File: src/xcom_link_pkg.sv
// serial link wire format with widths, length codes, header union, frame word and timing helpers
`default_nettype none

package xcom_link_pkg;

  //////////////////////////////////////////////////
  // widths
  //////////////////////////////////////////////////
  localparam int DATA_W  = 32;
  localparam int HDR_W   = 8;
  localparam int TICK_W  = 3;
  localparam int ID_W    = 4;
  localparam int CODE_W  = 4;
  // header plus the widest payload
  localparam int FRAME_W = HDR_W + DATA_W;
  // bit counter holds up to FRAME_W
  localparam int CNT_W   = 6;
  // half period reaches 2 * 8 cycles
  localparam int HALF_W  = TICK_W + 2;

  // payload length carried in header bits 6:5
  typedef enum logic [1:0] {
    LEN_NONE = 2'b00,
    LEN_8    = 2'b01,
    LEN_16   = 2'b10,
    LEN_32   = 2'b11
  } xcom_len_e;

  // address view reads the low nibble as a board id
  typedef struct packed {
    logic              kind_hi;
    xcom_len_e         len;
    logic              kind_lo;
    logic [ID_W-1:0]   board_id;
  } xcom_hdr_addr_t;

  // control view reads the low nibble as a control code
  typedef struct packed {
    logic              kind_hi;
    xcom_len_e         len;
    logic              kind_lo;
    logic [CODE_W-1:0] code;
  } xcom_hdr_ctrl_t;

  typedef union packed {
    xcom_hdr_addr_t addr;
    xcom_hdr_ctrl_t ctrl;
  } xcom_hdr_u;

  // processor command or received frame
  typedef struct packed {
    xcom_hdr_u         hdr;
    logic [DATA_W-1:0] data;
  } xcom_cmd_t;

  // command kind sits split over bits 7 and 4
  function automatic logic [1:0] hdr_kind(input xcom_hdr_u hdr);
    return {hdr.ctrl.kind_hi, hdr.ctrl.kind_lo};
  endfunction

  // payload bits that follow the header
  function automatic logic [CNT_W-1:0] data_bits(input xcom_len_e len);
    case (len)
      LEN_8:   return CNT_W'(8);
      LEN_16:  return CNT_W'(16);
      LEN_32:  return CNT_W'(32);
      default: return '0;
    endcase
  endfunction

  // total serial bits of one frame
  function automatic logic [CNT_W-1:0] frame_bits(input xcom_len_e len);
    return CNT_W'(HDR_W) + data_bits(len);
  endfunction

  // half period of the serial clock is 2 * (tick + 1) cycles
  function automatic logic [HALF_W-1:0] half_period(input logic [TICK_W-1:0] tick);
    return (HALF_W'(tick) + 1'b1) << 1;
  endfunction

endpackage

`default_nettype wire

File: src/xcom_ctrl_pkg.sv
// command kinds, control codes and the executor output bundle
`default_nettype none

package xcom_ctrl_pkg;

  import xcom_link_pkg::*;

  //////////////////////////////////////////////////
  // command kind, header bits {7,4}
  //////////////////////////////////////////////////
  typedef enum logic [1:0] {
    // payload goes to the user data outputs
    KIND_QP_DATA = 2'b00,
    // payload loads the time counter
    KIND_TIME    = 2'b01,
    // low nibble is a control code
    KIND_CTRL    = 2'b10,
    // low nibble is the new board id, never sent
    KIND_SET_ID  = 2'b11
  } xcom_kind_e;

  //////////////////////////////////////////////////
  // control codes, low nibble of control frames
  //////////////////////////////////////////////////
  typedef enum logic [CODE_W-1:0] {
    CTRL_PROC_START = 4'h1,
    CTRL_PROC_STOP  = 4'h2,
    CTRL_CORE_START = 4'h3,
    CTRL_CORE_STOP  = 4'h4,
    CTRL_TIME_RST   = 4'h5
  } xcom_ctrl_code_e;

  // executor outputs, every flag is a one-cycle pulse
  typedef struct packed {
    logic              proc_start;
    logic              proc_stop;
    logic              core_start;
    logic              core_stop;
    logic              time_rst;
    logic              time_update;
    logic              qp_valid;
    // shared by time update and qp data
    logic [DATA_W-1:0] value;
  } xcom_ctrl_t;

endpackage

`default_nettype wire

File: src/xcom_cmd.sv
// command intake: board id register, local/network split, launch and ready
`timescale 1ns/1ns
`default_nettype none

module xcom_cmd
  import xcom_link_pkg::*;
  import xcom_ctrl_pkg::*;
(
  input  wire logic            i_ps_clk,
  input  wire logic            i_ps_rstn,
  input  wire logic            i_core_en,
  input  wire xcom_cmd_t       i_core_cmd,
  input  wire logic            i_tx_busy,
  output logic                 o_core_ready,
  output logic                 o_launch,
  output xcom_cmd_t            o_launch_cmd,
  output logic [ID_W-1:0]      o_xcom_id
);

  logic       pending;
  logic       accept;
  logic       is_local;
  xcom_kind_e kind;

  //////////////////////////////////////////////////
  // decode
  //////////////////////////////////////////////////
  assign kind     = xcom_kind_e'(hdr_kind(i_core_cmd.hdr));
  assign is_local = (kind == KIND_SET_ID);
  // strobes while not ready are dropped here
  assign accept   = i_core_en && o_core_ready;

  // pending covers the gap between launch and busy rising
  assign o_core_ready = !pending && !i_tx_busy;

  //////////////////////////////////////////////////
  // control
  //////////////////////////////////////////////////
  always_ff @(posedge i_ps_clk) begin
    if (!i_ps_rstn) begin
      pending   <= 1'b0;
      o_launch  <= 1'b0;
      o_xcom_id <= '0;
    end else begin
      o_launch <= 1'b0;
      if (accept && is_local) begin
        // set id acts right here, the line stays idle
        o_xcom_id <= i_core_cmd.hdr.addr.board_id;
      end else if (accept) begin
        o_launch <= 1'b1;
        pending  <= 1'b1;
      end else if (i_tx_busy) begin
        // transmitter took it, busy now holds ready low
        pending <= 1'b0;
      end
    end
  end

  // launch payload
  always_ff @(posedge i_ps_clk) begin
    if (accept && !is_local) begin
      o_launch_cmd <= i_core_cmd;
    end
  end

endmodule

`default_nettype wire

File: src/xcom_exec.sv
// frame executor: control pulses, data outputs and sync-aligned time reset
`timescale 1ns/1ns
`default_nettype none

module xcom_exec
  import xcom_link_pkg::*;
  import xcom_ctrl_pkg::*;
(
  input  wire logic       i_ps_clk,
  input  wire logic       i_ps_rstn,
  input  wire logic       i_frame_valid,
  input  wire xcom_cmd_t  i_frame,
  input  wire logic       i_sync,
  output xcom_ctrl_t      o_ctrl
);

  xcom_kind_e        kind;
  xcom_ctrl_code_e   code;
  logic              is_ctrl;
  logic              rst_armed;
  logic              proc_start;
  logic              proc_stop;
  logic              core_start;
  logic              core_stop;
  logic              time_rst;
  logic              time_update;
  logic              qp_valid;
  logic [DATA_W-1:0] value_q;

  //////////////////////////////////////////////////
  // decode
  //////////////////////////////////////////////////
  assign kind    = xcom_kind_e'(hdr_kind(i_frame.hdr));
  // control view of the same header word
  assign code    = xcom_ctrl_code_e'(i_frame.hdr.ctrl.code);
  assign is_ctrl = i_frame_valid && (kind == KIND_CTRL);

  //////////////////////////////////////////////////
  // pulses
  //////////////////////////////////////////////////
  always_ff @(posedge i_ps_clk) begin
    if (!i_ps_rstn) begin
      proc_start  <= 1'b0;
      proc_stop   <= 1'b0;
      core_start  <= 1'b0;
      core_stop   <= 1'b0;
      time_rst    <= 1'b0;
      time_update <= 1'b0;
      qp_valid    <= 1'b0;
      rst_armed   <= 1'b0;
    end else begin
      proc_start  <= is_ctrl && (code == CTRL_PROC_START);
      proc_stop   <= is_ctrl && (code == CTRL_PROC_STOP);
      core_start  <= is_ctrl && (code == CTRL_CORE_START);
      core_stop   <= is_ctrl && (code == CTRL_CORE_STOP);
      time_update <= i_frame_valid && (kind == KIND_TIME);
      qp_valid    <= i_frame_valid && (kind == KIND_QP_DATA);
      // time reset waits for the next sync pulse
      time_rst    <= rst_armed && i_sync;
      if (is_ctrl && (code == CTRL_TIME_RST)) begin
        rst_armed <= 1'b1;
      end else if (i_sync) begin
        rst_armed <= 1'b0;
      end
    end
  end

  // value shared by time update and qp data
  always_ff @(posedge i_ps_clk) begin
    if (i_frame_valid && (kind == KIND_TIME || kind == KIND_QP_DATA)) begin
      value_q <= i_frame.data;
    end
  end

  assign o_ctrl = '{
    proc_start:  proc_start,
    proc_stop:   proc_stop,
    core_start:  core_start,
    core_stop:   core_stop,
    time_rst:    time_rst,
    time_update: time_update,
    qp_valid:    qp_valid,
    value:       value_q
  };

endmodule

`default_nettype wire

File: src/xcom_rx.sv
// serial receiver: input synchronizers, clock edge detect and frame deserializer
`timescale 1ns/1ns
`default_nettype none

module xcom_rx
  import xcom_link_pkg::*;
(
  input  wire logic   i_ps_clk,
  input  wire logic   i_ps_rstn,
  input  wire logic   i_xcom_clk,
  input  wire logic   i_xcom_data,
  output logic        o_frame_valid,
  output xcom_cmd_t   o_frame
);

  logic [1:0]        clk_sync;
  logic [1:0]        data_sync;
  logic              clk_prev;
  logic              clk_rise;
  logic              rx_bit;
  logic [CNT_W-1:0]  bit_cnt;
  logic              in_hdr;
  logic              frame_last;
  xcom_hdr_u         hdr_sr;
  xcom_hdr_u         hdr_next;
  xcom_hdr_u         hdr_cur;
  logic [DATA_W-1:0] data_sr;
  logic [DATA_W-1:0] data_next;

  //////////////////////////////////////////////////
  // two-flop synchronizers and edge detect
  //////////////////////////////////////////////////
  always_ff @(posedge i_ps_clk) begin
    if (!i_ps_rstn) begin
      clk_sync  <= '0;
      data_sync <= '0;
      clk_prev  <= 1'b0;
    end else begin
      clk_sync  <= {clk_sync[0], i_xcom_clk};
      data_sync <= {data_sync[0], i_xcom_data};
      clk_prev  <= clk_sync[1];
    end
  end

  assign clk_rise = clk_sync[1] && !clk_prev;
  assign rx_bit   = data_sync[1];

  //////////////////////////////////////////////////
  // deserializer
  //////////////////////////////////////////////////
  assign in_hdr   = (bit_cnt < CNT_W'(HDR_W));
  assign hdr_next = {hdr_sr[HDR_W-2:0], rx_bit};
  // length is known once the 8th header bit is in
  assign hdr_cur  = in_hdr ? hdr_next : hdr_sr;
  // payload register starts from zero, giving zero extension
  assign data_next = in_hdr ? '0 : {data_sr[DATA_W-2:0], rx_bit};
  assign frame_last = ((bit_cnt + 1'b1) == frame_bits(hdr_cur.addr.len));

  always_ff @(posedge i_ps_clk) begin
    if (!i_ps_rstn) begin
      bit_cnt       <= '0;
      o_frame_valid <= 1'b0;
    end else begin
      o_frame_valid <= 1'b0;
      if (clk_rise) begin
        if (frame_last) begin
          bit_cnt       <= '0;
          o_frame_valid <= 1'b1;
        end else begin
          bit_cnt <= bit_cnt + 1'b1;
        end
      end
    end
  end

  // shift registers and frame capture
  always_ff @(posedge i_ps_clk) begin
    if (clk_rise) begin
      if (in_hdr) begin
        hdr_sr <= hdr_next;
      end
      data_sr <= data_next;
      if (frame_last) begin
        o_frame.hdr  <= hdr_cur;
        o_frame.data <= data_next;
      end
    end
  end

endmodule

`default_nettype wire

File: src/xcom_top.sv
// link top: command intake, transmitter, receiver and executor
`timescale 1ns/1ns
`default_nettype none

module xcom_top
  import xcom_link_pkg::*;
  import xcom_ctrl_pkg::*;
(
  input  wire logic              i_ps_clk,
  input  wire logic              i_ps_rstn,
  input  wire logic              i_core_en,
  input  wire xcom_cmd_t         i_core_cmd,
  input  wire logic [TICK_W-1:0] i_cfg_tick,
  input  wire logic              i_sync,
  input  wire logic              i_xcom_clk,
  input  wire logic              i_xcom_data,
  output logic                   o_core_ready,
  output logic                   o_xcom_clk,
  output logic                   o_xcom_data,
  output logic [ID_W-1:0]        o_xcom_id,
  output xcom_ctrl_t             o_ctrl
);

  //////////////////////////////////////////////////
  // internal links
  //////////////////////////////////////////////////
  // command intake to transmitter
  logic      launch;
  xcom_cmd_t launch_cmd;
  logic      tx_busy;
  // receiver to executor
  logic      frame_valid;
  xcom_cmd_t frame;

  xcom_cmd xcom_cmd_i (
    .i_ps_clk     (i_ps_clk),
    .i_ps_rstn    (i_ps_rstn),
    .i_core_en    (i_core_en),
    .i_core_cmd   (i_core_cmd),
    .i_tx_busy    (tx_busy),
    .o_core_ready (o_core_ready),
    .o_launch     (launch),
    .o_launch_cmd (launch_cmd),
    .o_xcom_id    (o_xcom_id)
  );

  xcom_tx xcom_tx_i (
    .i_ps_clk     (i_ps_clk),
    .i_ps_rstn    (i_ps_rstn),
    .i_launch     (launch),
    .i_launch_cmd (launch_cmd),
    .i_cfg_tick   (i_cfg_tick),
    .o_busy       (tx_busy),
    .o_xcom_clk   (o_xcom_clk),
    .o_xcom_data  (o_xcom_data)
  );

  xcom_rx xcom_rx_i (
    .i_ps_clk      (i_ps_clk),
    .i_ps_rstn     (i_ps_rstn),
    .i_xcom_clk    (i_xcom_clk),
    .i_xcom_data   (i_xcom_data),
    .o_frame_valid (frame_valid),
    .o_frame       (frame)
  );

  xcom_exec xcom_exec_i (
    .i_ps_clk      (i_ps_clk),
    .i_ps_rstn     (i_ps_rstn),
    .i_frame_valid (frame_valid),
    .i_frame       (frame),
    .i_sync        (i_sync),
    .o_ctrl        (o_ctrl)
  );

endmodule

`default_nettype wire

File: src/xcom_tx.sv
// serial transmitter: half-period divider and frame shifter for the outgoing pair
`timescale 1ns/1ns
`default_nettype none

module xcom_tx
  import xcom_link_pkg::*;
(
  input  wire logic              i_ps_clk,
  input  wire logic              i_ps_rstn,
  input  wire logic              i_launch,
  input  wire xcom_cmd_t         i_launch_cmd,
  input  wire logic [TICK_W-1:0] i_cfg_tick,
  output logic                   o_busy,
  output logic                   o_xcom_clk,
  output logic                   o_xcom_data
);

  logic [TICK_W-1:0]  tick_q;
  logic [HALF_W-1:0]  half_cnt;
  logic [CNT_W-1:0]   bits_left;
  logic [FRAME_W-1:0] shreg;
  logic [FRAME_W-1:0] frame_word;
  logic [DATA_W-1:0]  data_aligned;
  logic [CNT_W-1:0]   shift_amt;
  logic               done;
  logic               half_end;
  logic               fall_now;

  //////////////////////////////////////////////////
  // frame word at launch
  //////////////////////////////////////////////////
  // move the low n payload bits up under the header, msb first
  assign shift_amt    = CNT_W'(DATA_W) - data_bits(i_launch_cmd.hdr.addr.len);
  assign data_aligned = i_launch_cmd.data << shift_amt;
  assign frame_word   = {i_launch_cmd.hdr, data_aligned};

  assign half_end = o_busy && !done && (half_cnt == '0);
  // clock is high and its half period ran out
  assign fall_now = half_end && o_xcom_clk;

  //////////////////////////////////////////////////
  // divider and bit counter
  //////////////////////////////////////////////////
  always_ff @(posedge i_ps_clk) begin
    if (!i_ps_rstn) begin
      o_busy      <= 1'b0;
      done        <= 1'b0;
      o_xcom_clk  <= 1'b0;
      o_xcom_data <= 1'b0;
      half_cnt    <= '0;
      bits_left   <= '0;
    end else if (done) begin
      // one idle cycle after the last falling edge
      o_busy <= 1'b0;
      done   <= 1'b0;
    end else if (i_launch) begin
      o_busy      <= 1'b1;
      // first bit goes out with the launch
      o_xcom_data <= frame_word[FRAME_W-1];
      half_cnt    <= half_period(i_cfg_tick) - 1'b1;
      bits_left   <= frame_bits(i_launch_cmd.hdr.addr.len);
    end else if (o_busy) begin
      if (!half_end) begin
        half_cnt <= half_cnt - 1'b1;
      end else begin
        half_cnt <= half_period(tick_q) - 1'b1;
        if (!o_xcom_clk) begin
          o_xcom_clk <= 1'b1;
        end else begin
          o_xcom_clk <= 1'b0;
          bits_left  <= bits_left - 1'b1;
          if (bits_left == CNT_W'(1)) begin
            // frame over, line back to idle low
            done        <= 1'b1;
            o_xcom_data <= 1'b0;
          end else begin
            o_xcom_data <= shreg[FRAME_W-1];
          end
        end
      end
    end
  end

  //////////////////////////////////////////////////
  // tick latch and shift register
  //////////////////////////////////////////////////
  always_ff @(posedge i_ps_clk) begin
    if (i_launch && !o_busy) begin
      tick_q <= i_cfg_tick;
      shreg  <= frame_word << 1;
    end else if (fall_now) begin
      // next bit presented on each falling edge
      shreg <= shreg << 1;
    end
  end

endmodule

`default_nettype wire
File: config.mk
export PLATFORM = sky130hd
export DESIGN_NAME = xcom_top
export DESIGN_NICKNAME = d
export VERILOG_FILES = /design/src/xcom_link_pkg.sv /design/src/xcom_ctrl_pkg.sv /design/src/xcom_cmd.sv /design/src/xcom_exec.sv /design/src/xcom_rx.sv /design/src/xcom_top.sv /design/src/xcom_tx.sv
export SDC_FILE = /design/constraint.sdc
export NUM_CORES = 1
export LEC_CHECK = 0
export ABC_AREA = 1
export BUFFER_PORTS_ARGS = -buffer_cell sky130_fd_sc_hd__buf_2
export CAP_MARGIN = 20
export CORE_ASPECT_RATIO = 0.8
export CORE_MARGIN = 2
export CORE_UTILIZATION = 36
export CTS_CLUSTER_DIAMETER = 150
export DETAILED_ROUTE_END_ITERATION = 8
export PLACE_DENSITY = 0.51
export SYNTH_ARGS = -nofsm -noshare
export SYNTH_HDL_FRONTEND = slang
export SYNTH_HIERARCHICAL = 1
export SYNTH_SLANG_ARGS = --single-unit
File: constraint.sdc
create_clock -name i_ps_clk -period 3.74 [get_ports i_ps_clk]
set_input_delay 0.187 -clock i_ps_clk [delete_from_list [all_inputs] [get_ports i_ps_clk]]
set_output_delay 0.187 -clock i_ps_clk [all_outputs]
set_load 0.1 [all_outputs]
==> impl_metrics.yaml <==
run:
  max-cap-violations: 0
cells_and_area:
  areaGrowthSynthToFinish_pct: 22.62
  final_nets: 1022
  fin_area_um2: 11480
  drive_above_1_share_pct: 17.96
  fin_util_pct: 45.14
  fillCellCount: 2395
critical_path:
  critPathLaunchType: "flip-flop"
  path_max_fanout: 38
  crit_path_frequent_cell: "inv_1"
  critPathBufInv: 5
  path_depth: 11
  r2r_slack_ps: 1130
  critPathRequiredTime_ps: 3890
  crit_chain: "inv_1 > nand2_1 > o21ai_0 > inv_1 > ha_1 > inv_1 > nand3_1 > nand2_1 > nand4_2 > inv_1 > buf_4"
  crit_family: "buffers and inverters"
  max_stage_delay_ps: 430
  endpoint_kind: "flip-flop"
  cp.arrival_ps: 2760
  slowest_stage: "buf_4"
  r2r_cells: 11
  crit_type: "reg2reg"
route:
  remaining_drc_errors: 0
  detail_route.vias_per_cell: 4.505
  antenna_left: 0
  wl_um: 18950
  wl_per_cell_um: 14.23
  dr.pass1.iters: 7
  vias: 6000
  drt-initial-drc-count: 462
global_routing:
  overflow: 0
  first_global_vias: 5909
  grt_first_pass_wirelength_um: 30670
  grt_max_degree: 46
  grt_use_total_pct: 14.20
  grt_antenna_before_repair: 1
place:
  hpwl_um: 12080
  portBuffers: 94
  place_area_um2: 10180
  routabilityCongestion: 0.7633
  place_ws_ps: 1119
run_status:
  status: "complete, no violations"
timing:
  setup_ws_ps: 1129
  min_period_ps: 2611
  worst_pin_slew_ps: 648.1
  hold_viol: 0
  finalSetupViolCount: 0
  clock_skew_ps: 9.285
  relSlewSlack_pct: 56.79
  tns_ps: 0
  fin_crit_sh_pct: 69.82
  fmax_mhz: 383.0
  rsz0062_at_grt: "no"
  report.final.slew_viol_count: 0
cts:
  path_clk_slew_ps: 60
  cts_buffer_depth: 3
  cts_root_buf: "clkbuf_16"
  cts-htree-levels: 1
  cts_tree: "done"
  cts_buffers: 24
  cts.sinks: 232
  cts_resized: 0
  clock_latency_ps: 510
synthesis:
  postSynthCellCount: 815
  synth_area_per_cell_um2: 11.49
  synth.net_count: 875
  ys_warn_count: 6
  synth_area_um2: 9364
floorplanning:
  ios: 95
  core_um2: 25440
  start_util_pct: 36.81
  die_h_um: 148.3
  die-area_um2: 27320
  die-width_um: 184.3
  rows: 52
power_and_ir_drop:
  power_leakage_nw: 4.696
  peakVddDrop_uv: 315.6
  power.density_nw_per_um2: 517.8
worst_hold_path:
  min_path_type: "in2reg"
  whs_path_depth: 3
-- power by group --
group	internal [W]	switching, W	leakage (nW)	total (W)
Sequential	0.00290	0.0000460	2.10	0.00294
Combinational	0.000172	0.000328	2.19	0.000500
Clock	0.00152	0.000989	0.405	0.00250
-- layout make-up --
type	instances	area, um^2	area share (%)
timing repair buffer	149	998.5	8.696
clock inverter	16	188.9	1.645
antenna	1	2.502	0.02179
tap	351	439.2	3.825
multi-input combinational	449	2247	19.57
sequential	232	6556	57.10
inverter	106	402.9	3.509
clock buffer	28	646.9	5.634
-- flip-flops by register name, indices dropped and copies added (netlist names), 6 cells and up --
name / cells
xcom_cmd_i/o_launch_cmd: 40
xcom_exec_i/value_q: 32
xcom_rx_i/bit_cnt: 6
xcom_rx_i/data_sr: 31
xcom_rx_i/hdr_sr: 8
xcom_rx_i/o_frame: 38
xcom_tx_i/bits_left: 6
xcom_tx_i/shreg: 39
-- placed cells by master (no fill, tap or decap), types with 4 or more instances in the layout --
cell,instances
nand3_1,57
ha_1,11
bufinv_16,4
buf_4,9
nor2_2,4
nand2_1,206
dfxtp_1,41
a21oi_1,17
o21ai_0,19
clkinv_2,6
xor2_1,4
o21ai_2,9
edfxtp_1,191
mux2i_1,8
inv_1,100
clkbuf_16,25
buf_2,94
nand4_1,10
nor2_1,72
dlygate4sd3_1,46
a32o_1,8
-- worst register-to-register path, cell delays in order, from the launching register on --
cell and delay, ps:
dfxtp_1 350, inv_1 120, nand2_1 240, o21ai_0 310, inv_1 100, ha_1 200
inv_1 50, nand3_1 70, nand2_1 120, nand4_2 140, inv_1 80, buf_4 430
-- layer usage --
layer	global-route usage [%]	wire (um)	share of wire, %
met1	20.22	9090	48
met2	22.09	8377	44
met3	3.257	1112	5.9
met4	3.440	370	2.0
met5	0	0	0
-- worst paths after layout --
| kind | to | start |
|---|---|---|
| min | xcom_cmd_i/o_launch | i_core_en |
| max reg2reg | xcom_rx_i/o_frame[26] | xcom_rx_i/bit_cnt[3] |
| max | xcom_rx_i/o_frame[26] | xcom_rx_i/bit_cnt[3] |
| min reg2reg | xcom_exec_i/value_q[25] | xcom_rx_i/o_frame[25] |
-- per-stage QoR --
stage	hold WS (ps)	power (W)	std cells
3_5_place_dp	365.1	0.003460	1241
3_3_place_gp	363.3	0.003456	1241
6_report	55.24	0.005946	1332
5_1_grt	73.23	0.006197	1331
4_1_cts	31.73	0.006019	1331
2_1_floorplan	284.6	0.003323	815
-- timing repair --
item / CTS / global route
setup buffers: 0 / 0
hold endpoints to repair: 47 / 0
hold buffers: 46 / 0
setup endpoints to repair: 0 / 0
No activity file was read; power rests on OpenSTA's default activity.
